### src/include/fpu_consts.svh
// --------------------
// Widths, latency and sub-operation codes
// for the FP32 non-computational unit
// --------------------
`ifndef FPU_CONSTS_SVH
`define FPU_CONSTS_SVH

`define FPU_FLEN          32  // Operand and result width
`define FPU_TRANS_ID_BITS 3   // Transaction tag width
`define FPU_NONCOMP_LAT   3   // Cycles from accept to result
`define FPU_LAT_BITS      2   // Occupancy counter width

// Sub-operations carried in the rm field
`define FPU_RM_SGNJ  3'b000
`define FPU_RM_SGNJN 3'b001
`define FPU_RM_SGNJX 3'b010
`define FPU_RM_PASS  3'b011   // Register move, no sign change
`define FPU_RM_MIN   3'b000
`define FPU_RM_MAX   3'b001
`define FPU_RM_LE    3'b000
`define FPU_RM_LT    3'b001
`define FPU_RM_EQ    3'b010

`endif

### src/source/fpu_pkg.sv
// --------------------
// Shared types of the FPU issue front end
// --------------------
`default_nettype none

`include "fpu_consts.svh"

package fpu_pkg;

    // --------------------
    // Plain vectors
    // --------------------
    typedef logic [`FPU_FLEN-1:0]          fp32_t;      // Single-precision operand or result
    typedef logic [`FPU_TRANS_ID_BITS-1:0] trans_id_t;  // Tag returned with the result
    typedef logic [4:0]                    status_t;    // NV DZ OF UF NX, MSB first
    typedef logic [2:0]                    sub_op_t;    // Sub-operation in the rm field
    typedef logic [`FPU_LAT_BITS-1:0]      lat_cnt_t;   // Occupancy countdown

    // --------------------
    // Enums
    // --------------------
    // Core-side operators
    typedef enum logic [2:0] {
        FSGNJ    = 3'd0,
        FMIN_MAX = 3'd1,
        FCMP     = 3'd2,
        FCLASS   = 3'd3,
        FMV_F2X  = 3'd4,   // FPR to GPR
        FMV_X2F  = 3'd5    // GPR to FPR
    } fpu_oper_e;

    // Opcodes understood by the unit
    typedef enum logic [1:0] {
        SGNJ     = 2'd0,
        MINMAX   = 2'd1,
        CMP      = 2'd2,
        CLASSIFY = 2'd3
    } noncomp_op_e;

    // Protocol inversion FSM
    typedef enum logic {
        READY = 1'b0,   // Upstream sees ready
        STALL = 1'b1    // Held instruction waits for the unit
    } issue_state_e;

endpackage

`default_nettype wire

### src/source/fpu_op_decode.sv
// --------------------
// Operator decoder: core operator and rm field
// to unit opcode and sub-operation
// --------------------
`timescale 1ns/1ps
`default_nettype none

`include "fpu_consts.svh"

module fpu_op_decode
    import fpu_pkg::*;
(
    input  fpu_oper_e   operator_i,  // Operator from the core
    input  sub_op_t     rm_i,        // Raw rm field
    output noncomp_op_e op_o,        // Unit opcode
    output sub_op_t     sub_op_o     // Sub-operation for the unit
);

    // Low rm bits with the top bit masked
    sub_op_t rm_masked;

    assign rm_masked = {1'b0, rm_i[1:0]};

    always_comb begin : p_translate
        // Sign injection is the safe default
        op_o     = SGNJ;
        sub_op_o = `FPU_RM_SGNJ;

        case (operator_i)
            // Sign injection, variant in rm (000-010)
            FSGNJ: begin
                op_o     = SGNJ;
                sub_op_o = rm_masked;
            end
            // Min or max selected by rm[0]
            FMIN_MAX: begin
                op_o     = MINMAX;
                sub_op_o = rm_masked;
            end
            // le, lt, eq in rm
            FCMP: begin
                op_o     = CMP;
                sub_op_o = rm_masked;
            end
            FCLASS: begin
                op_o     = CLASSIFY;
                sub_op_o = rm_masked;  // Ignored by the unit
            end

            // Moves need no recoding, so they go through sign injection
            FMV_F2X: begin
                op_o     = SGNJ;
                sub_op_o = `FPU_RM_PASS;
            end
            FMV_X2F: begin
                op_o     = SGNJ;
                sub_op_o = `FPU_RM_PASS;
            end

            // Unknown encodings fall back to plain sign injection
            default: begin
                op_o     = SGNJ;
                sub_op_o = `FPU_RM_SGNJ;
            end
        endcase
    end

endmodule

`default_nettype wire

### src/source/fpu_issue_fsm.sv
// --------------------
// READY/STALL state machine for upstream protocol inversion and flush
// --------------------
`timescale 1ns/1ps
`default_nettype none

module fpu_issue_fsm
    import fpu_pkg::*;
(
    input  logic clk_i,
    input  logic rst_ni,
    input  logic flush_i,
    input  logic valid_i,       // Upstream valid
    input  logic unit_ready_i,  // Unit can take an instruction
    output logic ready_o,       // Upstream ready
    output logic unit_valid_o,  // Instruction offered to the unit
    output logic hold_o,        // Capture live instruction
    output logic use_hold_o     // Unit sees the held copy
);

    issue_state_e state_q, state_d;

    always_comb begin : p_next
        ready_o      = 1'b0;
        unit_valid_o = 1'b0;
        hold_o       = 1'b0;     // Hold register idle
        use_hold_o   = 1'b0;     // Live path by default
        state_d      = state_q;

        case (state_q)
            READY: begin
                ready_o      = 1'b1;     // Take whatever comes
                unit_valid_o = valid_i;  // Straight through to the unit
                // Park the instruction and stall upstream while the unit is busy
                if (valid_i && !unit_ready_i) begin
                    ready_o = 1'b0;
                    hold_o  = 1'b1;
                    state_d = STALL;
                end
            end
            STALL: begin
                unit_valid_o = 1'b1;
                use_hold_o   = 1'b1;
                if (unit_ready_i) begin
                    ready_o = 1'b1;   // Token back to the core
                    state_d = READY;
                end
            end
            default: state_d = READY;
        endcase

        // Flush wins over everything
        if (flush_i) begin
            state_d = READY;
        end
    end

    always_ff @(posedge clk_i or negedge rst_ni) begin : p_state
        if (!rst_ni) begin
            state_q <= READY;
        end else begin
            state_q <= state_d;
        end
    end

    // An offered instruction stays offered from the held copy until the unit takes it
    // or a flush drops it
    a_stall_holds: assert property (@(posedge clk_i) disable iff (!rst_ni)
        (unit_valid_o && !unit_ready_i && !flush_i)
            |=> (state_q == STALL && unit_valid_o && use_hold_o));

endmodule

`default_nettype wire

### src/source/fpu_hold_reg.sv
// --------------------
// Hold register for one decoded instruction,
// select between held copy and live inputs
// --------------------
`timescale 1ns/1ps
`default_nettype none

module fpu_hold_reg
    import fpu_pkg::*;
(
    input  logic        clk_i,
    input  logic        rst_ni,
    input  logic        hold_i,       // Capture enable
    input  logic        use_hold_i,   // 1 selects the stored copy
    input  noncomp_op_e op_i,
    input  sub_op_t     sub_op_i,
    input  fp32_t       operand_a_i,
    input  fp32_t       operand_b_i,
    input  trans_id_t   trans_id_i,
    output noncomp_op_e op_o,
    output sub_op_t     sub_op_o,
    output fp32_t       operand_a_o,
    output fp32_t       operand_b_o,
    output trans_id_t   trans_id_o
);

    noncomp_op_e op_q;
    sub_op_t     sub_op_q;
    fp32_t       operand_a_q, operand_b_q;
    trans_id_t   trans_id_q;

    // Decoded control fields
    always_ff @(posedge clk_i or negedge rst_ni) begin : p_ctrl
        if (!rst_ni) begin
            op_q     <= SGNJ;
            sub_op_q <= '0;
        end else if (hold_i) begin
            op_q     <= op_i;
            sub_op_q <= sub_op_i;
        end
    end

    // Operands and tag
    always_ff @(posedge clk_i) begin : p_data
        if (hold_i) begin
            operand_a_q <= operand_a_i;
            operand_b_q <= operand_b_i;
            trans_id_q  <= trans_id_i;
        end
    end

    assign op_o        = use_hold_i ? op_q        : op_i;
    assign sub_op_o    = use_hold_i ? sub_op_q    : sub_op_i;
    assign operand_a_o = use_hold_i ? operand_a_q : operand_a_i;
    assign operand_b_o = use_hold_i ? operand_b_q : operand_b_i;
    assign trans_id_o  = use_hold_i ? trans_id_q  : trans_id_i;

endmodule

`default_nettype wire

### src/source/fpu_latency_timer.sv
// --------------------
// Occupancy timer of the unit: ready, accept strobe, result valid
// --------------------
`timescale 1ns/1ps
`default_nettype none

`include "fpu_consts.svh"

module fpu_latency_timer
    import fpu_pkg::*;
(
    input  logic clk_i,
    input  logic rst_ni,
    input  logic flush_i,
    input  logic in_valid_i,   // Instruction offered
    output logic in_ready_o,   // Idle, or finishing this cycle
    output logic start_o,      // Instruction taken
    output logic done_o        // Result valid pulse
);

    lat_cnt_t cnt_q;  // Zero means idle

    assign done_o     = (cnt_q == lat_cnt_t'(1)) && !flush_i;
    assign in_ready_o = (cnt_q == '0) || done_o;   // Back-to-back on the last cycle
    assign start_o    = in_valid_i && in_ready_o && !flush_i;

    always_ff @(posedge clk_i or negedge rst_ni) begin : p_count
        if (!rst_ni) begin
            cnt_q <= '0;
        end else if (flush_i) begin
            cnt_q <= '0;                               // Drop in-flight work
        end else if (start_o) begin
            cnt_q <= lat_cnt_t'(`FPU_NONCOMP_LAT);
        end else if (cnt_q != '0) begin
            cnt_q <= cnt_q - lat_cnt_t'(1);
        end
    end

    // Each result pulse traces back to an accept exactly one latency earlier
    a_done_after_start: assert property (@(posedge clk_i) disable iff (!rst_ni)
        done_o |-> $past(start_o, `FPU_NONCOMP_LAT));

endmodule

`default_nettype wire

### src/source/fpu_noncomp_unit.sv
// --------------------
// FP32 sign injection, min/max, compare, classify and move,
// with result, status and tag registers
// --------------------
`timescale 1ns/1ps
`default_nettype none

`include "fpu_consts.svh"

module fpu_noncomp_unit
    import fpu_pkg::*;
(
    input  logic        clk_i,
    input  logic        rst_ni,
    input  logic        start_i,      // Capture a new result
    input  noncomp_op_e op_i,
    input  sub_op_t     sub_op_i,
    input  fp32_t       operand_a_i,
    input  fp32_t       operand_b_i,
    input  trans_id_t   trans_id_i,
    output fp32_t       result_o,
    output status_t     status_o,     // Only NV can be set
    output trans_id_t   trans_id_o
);

    localparam fp32_t CANON_NAN = 32'h7fc0_0000;

    logic        a_sign, b_sign;
    logic [7:0]  a_exp, b_exp;
    logic [22:0] a_man, b_man;
    logic        a_zero, b_zero, a_sub, a_norm, a_inf;
    logic        a_nan, b_nan, a_snan, b_snan;
    logic        both_zero, any_nan, any_snan;
    logic        a_lt_b;      // -0 below +0
    logic        a_eq_b;      // -0 equals +0
    logic [9:0]  a_class;
    fp32_t       result_d;
    status_t     status_d;

    // --------------------
    // Field decode
    // --------------------
    assign {a_sign, a_exp, a_man} = operand_a_i;
    assign {b_sign, b_exp, b_man} = operand_b_i;

    assign a_zero = (a_exp == 8'h00) && (a_man == '0);
    assign b_zero = (b_exp == 8'h00) && (b_man == '0);
    assign a_sub  = (a_exp == 8'h00) && (a_man != '0);
    assign a_norm = (a_exp != 8'h00) && (a_exp != 8'hff);
    assign a_inf  = (a_exp == 8'hff) && (a_man == '0);
    assign a_nan  = (a_exp == 8'hff) && (a_man != '0);
    assign b_nan  = (b_exp == 8'hff) && (b_man != '0);
    assign a_snan = a_nan && !a_man[22];                   // Quiet bit clear
    assign b_snan = b_nan && !b_man[22];

    assign both_zero = a_zero && b_zero;
    assign any_nan   = a_nan || b_nan;
    assign any_snan  = a_snan || b_snan;

    // Sign-magnitude ordering, valid when neither is NaN
    always_comb begin : p_order
        if (a_sign != b_sign) begin
            a_lt_b = a_sign;
        end else if (a_sign) begin
            a_lt_b = operand_b_i[30:0] < operand_a_i[30:0];  // Both negative
        end else begin
            a_lt_b = operand_a_i[30:0] < operand_b_i[30:0];
        end
    end

    assign a_eq_b = (operand_a_i == operand_b_i) || both_zero;

    // RISC-V class, bit 0 is -inf
    assign a_class = {a_nan && !a_snan, a_snan,
                      !a_sign && a_inf,  !a_sign && a_norm,
                      !a_sign && a_sub,  !a_sign && a_zero,
                      a_sign && a_zero,  a_sign && a_sub,
                      a_sign && a_norm,  a_sign && a_inf};

    // --------------------
    // Operation select
    // --------------------
    always_comb begin : p_compute
        result_d = '0;
        status_d = '0;
        case (op_i)
            SGNJ: begin
                case (sub_op_i)
                    `FPU_RM_SGNJN: result_d = {!b_sign, operand_a_i[30:0]};
                    `FPU_RM_SGNJX: result_d = {a_sign ^ b_sign, operand_a_i[30:0]};
                    `FPU_RM_PASS:  result_d = operand_a_i;
                    default:       result_d = {b_sign, operand_a_i[30:0]};
                endcase
            end
            MINMAX: begin
                status_d[4] = any_snan;                    // NV
                if (a_nan && b_nan) begin
                    result_d = CANON_NAN;
                end else if (a_nan) begin
                    result_d = operand_b_i;                // Other input wins
                end else if (b_nan) begin
                    result_d = operand_a_i;
                end else if (sub_op_i == `FPU_RM_MAX) begin
                    result_d = a_lt_b ? operand_b_i : operand_a_i;
                end else begin
                    result_d = a_lt_b ? operand_a_i : operand_b_i;
                end
            end
            CMP: begin
                case (sub_op_i)
                    `FPU_RM_EQ: begin
                        status_d[4] = any_snan;           // Quiet compare
                        result_d[0] = !any_nan && a_eq_b;
                    end
                    `FPU_RM_LT: begin
                        status_d[4] = any_nan;            // Signaling compare
                        result_d[0] = !any_nan && a_lt_b && !both_zero;
                    end
                    `FPU_RM_LE: begin
                        status_d[4] = any_nan;
                        result_d[0] = !any_nan && ((a_lt_b && !both_zero) || a_eq_b);
                    end
                    default: result_d = '0;
                endcase
            end
            CLASSIFY: result_d = {{(`FPU_FLEN - 10){1'b0}}, a_class};
            default:  result_d = '0;
        endcase
    end

    // --------------------
    // Output registers, updated on start only
    // --------------------
    always_ff @(posedge clk_i) begin : p_result
        if (start_i) begin
            result_o   <= result_d;
            trans_id_o <= trans_id_i;
        end
    end

    always_ff @(posedge clk_i or negedge rst_ni) begin : p_status
        if (!rst_ni) begin
            status_o <= '0;
        end else if (start_i) begin
            status_o <= status_d;
        end
    end

    // Decoder and hold path must deliver a defined opcode on every accept
    a_op_known: assert property (@(posedge clk_i) disable iff (!rst_ni)
        start_i |-> !$isunknown(op_i));

endmodule

`default_nettype wire

### src/source/fpu_wrap_top.sv
// --------------------
// Top level of the FPU issue front end
// --------------------
`timescale 1ns/1ps
`default_nettype none

module fpu_wrap_top
    import fpu_pkg::*;
(
    input  logic      clk_i,
    input  logic      rst_ni,
    input  logic      flush_i,
    // Upstream, valid/ready
    input  logic      valid_i,
    output logic      ready_o,
    input  fpu_oper_e operator_i,
    input  sub_op_t   rm_i,
    input  fp32_t     operand_a_i,
    input  fp32_t     operand_b_i,
    input  trans_id_t trans_id_i,
    // Result side, always ready
    output logic      result_valid_o,
    output fp32_t     result_o,
    output status_t   status_o,
    output trans_id_t trans_id_o
);

    noncomp_op_e dec_op, sel_op;
    sub_op_t     dec_sub_op, sel_sub_op;
    fp32_t       sel_operand_a, sel_operand_b;
    trans_id_t   sel_trans_id;
    logic        hold, use_hold;
    logic        unit_valid, unit_ready, start;

    fpu_op_decode u_decode (
        .operator_i (operator_i),
        .rm_i       (rm_i),
        .op_o       (dec_op),
        .sub_op_o   (dec_sub_op)
    );

    fpu_issue_fsm u_fsm (
        .clk_i        (clk_i),
        .rst_ni       (rst_ni),
        .flush_i      (flush_i),
        .valid_i      (valid_i),
        .unit_ready_i (unit_ready),
        .ready_o      (ready_o),
        .unit_valid_o (unit_valid),
        .hold_o       (hold),
        .use_hold_o   (use_hold)
    );

    fpu_hold_reg u_hold (
        .clk_i       (clk_i),
        .rst_ni      (rst_ni),
        .hold_i      (hold),
        .use_hold_i  (use_hold),
        .op_i        (dec_op),
        .sub_op_i    (dec_sub_op),
        .operand_a_i (operand_a_i),
        .operand_b_i (operand_b_i),
        .trans_id_i  (trans_id_i),
        .op_o        (sel_op),
        .sub_op_o    (sel_sub_op),
        .operand_a_o (sel_operand_a),
        .operand_b_o (sel_operand_b),
        .trans_id_o  (sel_trans_id)
    );

    // Result valid comes straight from the timer
    fpu_latency_timer u_timer (
        .clk_i      (clk_i),
        .rst_ni     (rst_ni),
        .flush_i    (flush_i),
        .in_valid_i (unit_valid),
        .in_ready_o (unit_ready),
        .start_o    (start),
        .done_o     (result_valid_o)
    );

    fpu_noncomp_unit u_unit (
        .clk_i       (clk_i),
        .rst_ni      (rst_ni),
        .start_i     (start),
        .op_i        (sel_op),
        .sub_op_i    (sel_sub_op),
        .operand_a_i (sel_operand_a),
        .operand_b_i (sel_operand_b),
        .trans_id_i  (sel_trans_id),
        .result_o    (result_o),
        .status_o    (status_o),
        .trans_id_o  (trans_id_o)
    );

endmodule

`default_nettype wire

### config.mk
export PLATFORM = sky130hd
export DESIGN_NAME = fpu_wrap_top
export DESIGN_NICKNAME = d
export VERILOG_FILES = /design/src/source/fpu_pkg.sv /design/src/source/fpu_op_decode.sv /design/src/source/fpu_issue_fsm.sv /design/src/source/fpu_hold_reg.sv /design/src/source/fpu_latency_timer.sv /design/src/source/fpu_noncomp_unit.sv /design/src/source/fpu_wrap_top.sv
export VERILOG_INCLUDE_DIRS = /design/src /design/src/include
export SDC_FILE = /design/constraint.sdc
export NUM_CORES = 1
export LEC_CHECK = 0
export BUFFER_PORTS_ARGS = -buffer_cell sky130_fd_sc_hd__buf_4
export CORE_MARGIN = 5
export CORE_UTILIZATION = 50
export DETAILED_ROUTE_END_ITERATION = 6
export PLACE_DENSITY = 0.77
export SYNTH_ARGS = -nofsm -noshare
export SYNTH_HDL_FRONTEND = slang
export SYNTH_SLANG_ARGS = --single-unit
### constraint.sdc
create_clock -name clk_i -period 9.45 [get_ports clk_i]
set_input_delay 0.945 -clock clk_i [delete_from_list [all_inputs] [get_ports clk_i]]
set_output_delay 0.945 -clock clk_i [all_outputs]
set_load 0.05 [all_outputs]
; Yosys cells after proc, flatten, opt, wreduce, memory -nomap -nowiden
; Index checks and enable logic that the tools add are counted.
[totals]
regBits = 111
latch_bits = 0
mem_bits_rw = 0
mem_bits_ro = 0
inputBits = 77
output_inout_bits = 42
wordCells = 124
memories = 0
[classes]
addsub = 1
multipliers = 0
n_div = 0
magnitude_cmp = 2
n_eq_ne = 17
shift = 0
n_mux = 33
bitwise = 2
reduce_logical = 59
[ops]
columns = op, count
row1 = 32-bit two-way mux, 8
row2 = 32-bit case mux with 4 select lines, 1
row3 = 32-bit case mux with 3 select lines, 1
row4 = 31-bit less-than comparator, 2
row5 = 23-bit zero test, 2
row6 = 23-bit nonzero test, 2
row7 = 32-bit equality test, 1
row8 = 1-bit logical AND, 29
row9 = 8-bit equality test (second input constant), 2
row10 = 8-bit zero test, 2
row11 = 3-bit by 2-bit equality test with 1-bit output (second input constant), 4
row12 = 1-bit case mux with 2 select lines, 5
row13 = 1-bit zero test, 9
row14 = 1-bit two-way mux, 9
row15 = 2-bit two-way mux, 4
row16 = 8-bit inequality test (second input constant), 1
row17 = 8-bit nonzero test, 1
row18 = 3-bit by 1-bit equality test with 1-bit output (second input constant), 2
row19 = 3-bit equality test (second input constant), 2
row20 = 3-bit zero test, 2
row21 = 3-bit two-way mux, 2
row22 = 2-bit case mux with 3 select lines, 1
row23 = 1-bit logical OR, 5
row24 = 2-bit by 1-bit equality test with 1-bit output (second input constant), 2
row25 = 12 further kinds, 15

; Depth between registers and ports, before layout
[depth]
ltp_word = 11
mapped_depth = 19
ltp_nobuf = 12

; Cells and area by module
; A second synthesis with hierarchy kept.
[hier_totals]
hier_cells = 493
hier_area_um2 = 6673.9
[modules_own_cells]
columns = mod, n_inst, cells_per_inst, area_per_inst_um2, seq_area_each_um2
row1 = fpu_hold_reg, 1, 157, 3418.3, 2137.0
row2 = fpu_noncomp_unit, 1, 307, 3016.6, 1076.0
row3 = fpu_latency_timer, 1, 15, 141.4, 50.0
row4 = fpu_issue_fsm, 1, 5, 50.0, 25.0
row5 = fpu_op_decode, 1, 9, 47.5, 0.0

; Least setup slack after synthesis
; Ideal clock, no wire load.
[synth_path]
path_type = reg2reg
startpoint = register u_fsm.state_q
endpoint = register u_unit.result_o[0] (enable)
setup_time_ns = 0.475
arrival_ns = 3.980
t_required_ns = 8.975
slack_ns = 4.995
path_stages_with_launch = 8
path_buffers = 5
period_less_slack_ns = 4.455
cell_sequence = dfrtp_1 -> buf_6 -> buf_2 -> buf_2 -> buf_2 -> buf_1 -> nor2_1 -> nor3_1
[synth_between]
elab_chain_len = 4
[synth_rtl]
columns = item, line
row1 = from (decl), fpu_issue_fsm.sv:21  ; issue_state_e state_q, state_d;
row2 = from (signal assigned), fpu_issue_fsm.sv:62  ; state_q <= state_d;
row3 = 1-bit NOT, fpu_issue_fsm.sv:30  ; case (state_q)
row4 = 1-bit case mux with 2 select lines *, fpu_issue_fsm.sv:30
row5 = 1-bit logical AND * (2 in series), fpu_latency_timer.sv:25  ; assign start_o = in_valid_i && in_ready_o && !flush_i;
row6 = net start, fpu_wrap_top.sv:33  ; logic unit_valid, unit_ready, start;
row7 = to (signal assigned), fpu_noncomp_unit.sv:136  ; result_o <= result_d;
row8 = to (decl), fpu_noncomp_unit.sv:21  ; output fp32_t result_o,
; Mark *: on every way through the listed nets, which the timed path passes. The rest lies on a longest branch.
; A chain may end at the register's enable or synchronous reset.

; Final worst setup path
[layout_path]
startpoint = register u_fsm.state_q
endpoint = register u_unit.result_o[3] (data pin)
[layout_between]
elab_chain_len = 11
elab_cells_between_ends = 34
classes_between = 2 x order compare / 7 x eq/ne / 15 x mux / 10 x reduce/logical
[layout_rtl]
columns = item, line
row1 = 1-bit two-way mux *, fpu_issue_fsm.sv:30
row2 = "32-bit two-way mux, on equally long branches", "fpu_hold_reg.sv:54, fpu_hold_reg.sv:55"
row3 = "31-bit less-than comparator, on equally long branches", "fpu_noncomp_unit.sv:67, fpu_noncomp_unit.sv:65"
row4 = 1-bit two-way mux, fpu_noncomp_unit.sv:64  ; end else if (a_sign) begin
row5 = 1-bit two-way mux, fpu_noncomp_unit.sv:62  ; if (a_sign != b_sign) begin
row6 = "32-bit two-way mux, on equally long branches", "fpu_noncomp_unit.sv:106, fpu_noncomp_unit.sv:104"
row7 = 32-bit two-way mux, fpu_noncomp_unit.sv:103  ; end else if (sub_op_i == `FPU_RM_MAX) begin
row8 = 32-bit two-way mux, fpu_noncomp_unit.sv:101  ; end else if (b_nan) begin
row9 = 32-bit two-way mux, fpu_noncomp_unit.sv:99  ; end else if (a_nan) begin
row10 = 32-bit two-way mux, fpu_noncomp_unit.sv:97  ; if (a_nan && b_nan) begin
row11 = 32-bit case mux with 4 select lines *, fpu_noncomp_unit.sv:86  ; case (op_i)
row12 = net u_unit.result_d[3], fpu_noncomp_unit.sv:37  ; fp32_t result_d;
; Marks and branches as above.

==> results.tsv <==
stage	metric	value	unit
die	die area	15100	um2
clock_tree	Reg clk slew, reported paths	0.07	ns
sta	fmax	190	MHz
clock_tree	post-CTS sizing	0	
die	Top Ports	119	
grt	GRT Total Usage	21.7	%
routing	DRC Markers	0	
sta	unrepaired setup endpoints after global routing	false	
worst_setup_path	Data required, critical path	9.52	ns
sta	fin crit share	55.7	%
logic_synthesis	Post-synth EDFFs	102	
worst_setup_path	Critical Path End Type	flop	
logic_synthesis	Syn. warnings	0	
worst_setup_path	CP Class	reg -> reg	
logic_synthesis	synthesized instance count	512	
clock_tree	H-tree depth	3	
clock_tree	Clock Sinks	110	
worst_setup_path	crit path launch type	flop	
clock_tree	Max clock buf depth	2	
routing	number of routed nets with antenna violations	0	
die	initial core utilization	50.8	%
placed_design	Post-DP Area	7340	um2
layout	share of cells above drive strength 1	30.6	%
layout	P&R area growth vs syn	19.3	%
grt	pin count of the biggest net entering global routing	68	
layout	Final Cell Area	7610	um2
sta	Final Hold Viols	0	
logic_synthesis	post-synth top area share	48.0	%
sta	post-route setup TNS	0	ns
grt	antenna violations before repair	0	
sta	worst-margin pin slew	0.913	ns
routing	first-pass detailed-route iteration total	5	
worst_setup_path	WP data arrival	5.33	ns
layout	Ant. Diodes	0	
die	Core Box Area	12600	um2
sta	count of final setup violators	0	
worst_setup_path	CP Max Fanout	51	
routing	final WL	16200	um
clock_tree	Post-CTS Setup Bufs	0	
logic_synthesis	top post-synthesis cells by area	edfxtp_1, ha_1, mux2_2	
logic_synthesis	Synth Register Bits	110	
min_path	HP Class	in -> async	
routing	iteration-0 DRC count of the detailed router	301	
run_status	outcome	finished clean	
routing	drt wl/cell	20.4	um
grt	vias in the first global route	4856	
power_and_ir_drop	overall power	0.00151	W
clock_tree	Num CTS Buffers	9	
die	Die Span Y	123	um
flow_run	Max-cap violations	0	
sta	post-route worst setup slack	4.19	ns
clock_tree	Hold-fix buffers, CTS	0	
logic_synthesis	area leader, netlist	edfxtp_1	
logic_synthesis	cell area after synthesis	6380	um2
sta	final slew viol count	0	
placed_design	Detail Placement HPWL	12200	um
sta	Final Critical Period	5.26	ns
logic_synthesis	register area share after synthesis	51.1	%
logic_synthesis	top_reg_cell synth	edfxtp_1	
power_and_ir_drop	Power Density	198	nW/um2
logic_synthesis	most frequent cell after synthesis	edfxtp_1	
clock_tree	later-pin clock latency in the skew report	0.36	ns
clock_tree	CTS tree	built	
layout	Nets	735	
clock_tree	clock root cell	clkbuf_16	
die	row cnt	41	
layout	final core utilization	60.6	%
power_and_ir_drop	Leakage	2.84	nW
placed_design	pre-CTS setup slack	4.22	ns
grt	first-pass GRT wire length	25300	um
logic_synthesis	post-synth cell types	68	
placed_design	RePlAce Congestion	0.871	
sta	Worst Skew	0.00880	ns
grt	global-route congestion overflow total	0	
logic_synthesis	post-synthesis average cell area	12.5	um2
sta	worst rel slew slack	39.1	%
routing	DR vias	4743	
placed_design	IO buf count	113	
power_and_ir_drop	Worst IR Drop VDD	0.121	mV
logic_synthesis	FFs w/ async S/R, synth	7.27	%
logic_synthesis	top cells by count, synth	edfxtp_1, ha_1, mux2i_1	
routing	vias per cell	5.96	
die	width of the die	123	um
==> per-stage QoR <==
step,cells,hold WS (ns)
after global placement,782,0.463
after floorplan,515,0.450
after detailed placement,782,0.473
after CTS,796,0.391
after global routing,796,0.393
final,796,0.396
==> routing by layer <==
layer | part of all wire, % | global-route usage (%) | vias to the layer above
met5 | 0 | 0 | -
met4 | 2.5 | 7.06 | 0
met3 | 6.4 | 4.44 | 29
met2 | 49 | 37.2 | 173
met1 | 42 | 27.6 | 2311
li1 | - | - | 2230
==> cell usage in the layout (no fill, tap or decap), drive strengths merged, types with 17 or more instances in the layout <==
| cell | n |
|---|---|
| buf | 117 |
| edfxtp | 102 |
| mux2i | 39 |
| ha | 37 |
| mux2 | 36 |
| nand2 | 26 |
| nor2 | 24 |
| o21ai | 22 |
| inv | 20 |
| a21oi | 20 |
| nand4 | 17 |
| nor4 | 17 |
==> worst max-delay path, stage by stage (launching register included) <==
cell      delay [ns]
dfrtp_4         0.83
buf_4           0.68
mux2_2          0.46
ha_1            0.34
nand4_1         0.14
nor3_1          0.32
o31ai_1         0.13
o211ai_1        0.17
a311oi_1        0.16
a311oi_2        0.56
mux2_4          0.38
a21oi_4         0.55
o221ai_2        0.23
==> cell type report <==
cell class / instances / area [um2]
fillers: 1078 / 4950
flip-flops and latches: 110 / 3270
multi-input cells: 363 / 2910
repair buffers: 117 / 878
clock buffers: 11 / 233
well taps: 172 / 215
inverters: 20 / 75.1
clock inverters: 3 / 37.5
==> kinds of logic after synthesis <==
group                    share of synthesized area [%]
buffers and inverters                             3.55
XOR/XNOR                                         0.137
adder cells (fa/ha/maj)                           7.25
other                                           0.0588
AND/OR/NAND/NOR                                   13.1
multiplexers                                      12.9
flip-flops                                        51.1
AO/OA/AOI/OAI                                     11.9
==> sequential cells by signal, summed over array words and instances, names as in the netlist <==
signal,cells
u_fsm.state_q,1
u_hold.op_q,2
u_hold.operand_a_q,32
u_hold.operand_b_q,32
u_hold.sub_op_q,2
u_hold.trans_id_q,3
u_timer.cnt_q,2
u_unit.result_o,32
u_unit.status_o,1
u_unit.trans_id_o,3
==> path summary, 6_finish.rpt <==
path	from	to	slack, ns	cells past startpoint
worst max-delay path	u_fsm.state_q$_DFF_PN0_	u_unit.result_o[3]$_DFFE_PP_	4.19	12
worst min-delay path	rst_ni	u_unit.status_o[4]$_DFFE_PN0P_	0.40	1
worst max register to register	u_fsm.state_q$_DFF_PN0_	u_unit.result_o[3]$_DFFE_PP_	4.19	12
worst min register to register	u_hold.op_q[1]$_DFFE_PN0P_	u_hold.op_q[1]$_DFFE_PN0P_	0.49	2
max in group asynchronous	rst_ni	u_fsm.state_q$_DFF_PN0_	8.91	1
min in group clk_i	u_hold.op_q[1]$_DFFE_PN0P_	u_hold.op_q[1]$_DFFE_PN0P_	0.49	2
==> report_power, final <==
group	internal (W)	leakage, nW	switching (W)	total (W)
clock network	0.000201	0.131	0.000160	0.000361
registers	0.000623	1.05	0.0000375	0.000661
logic	0.000177	1.65	0.000312	0.000489
total	0.00100	2.84	0.000509	0.00151
(Power assumes the default switching activity.)
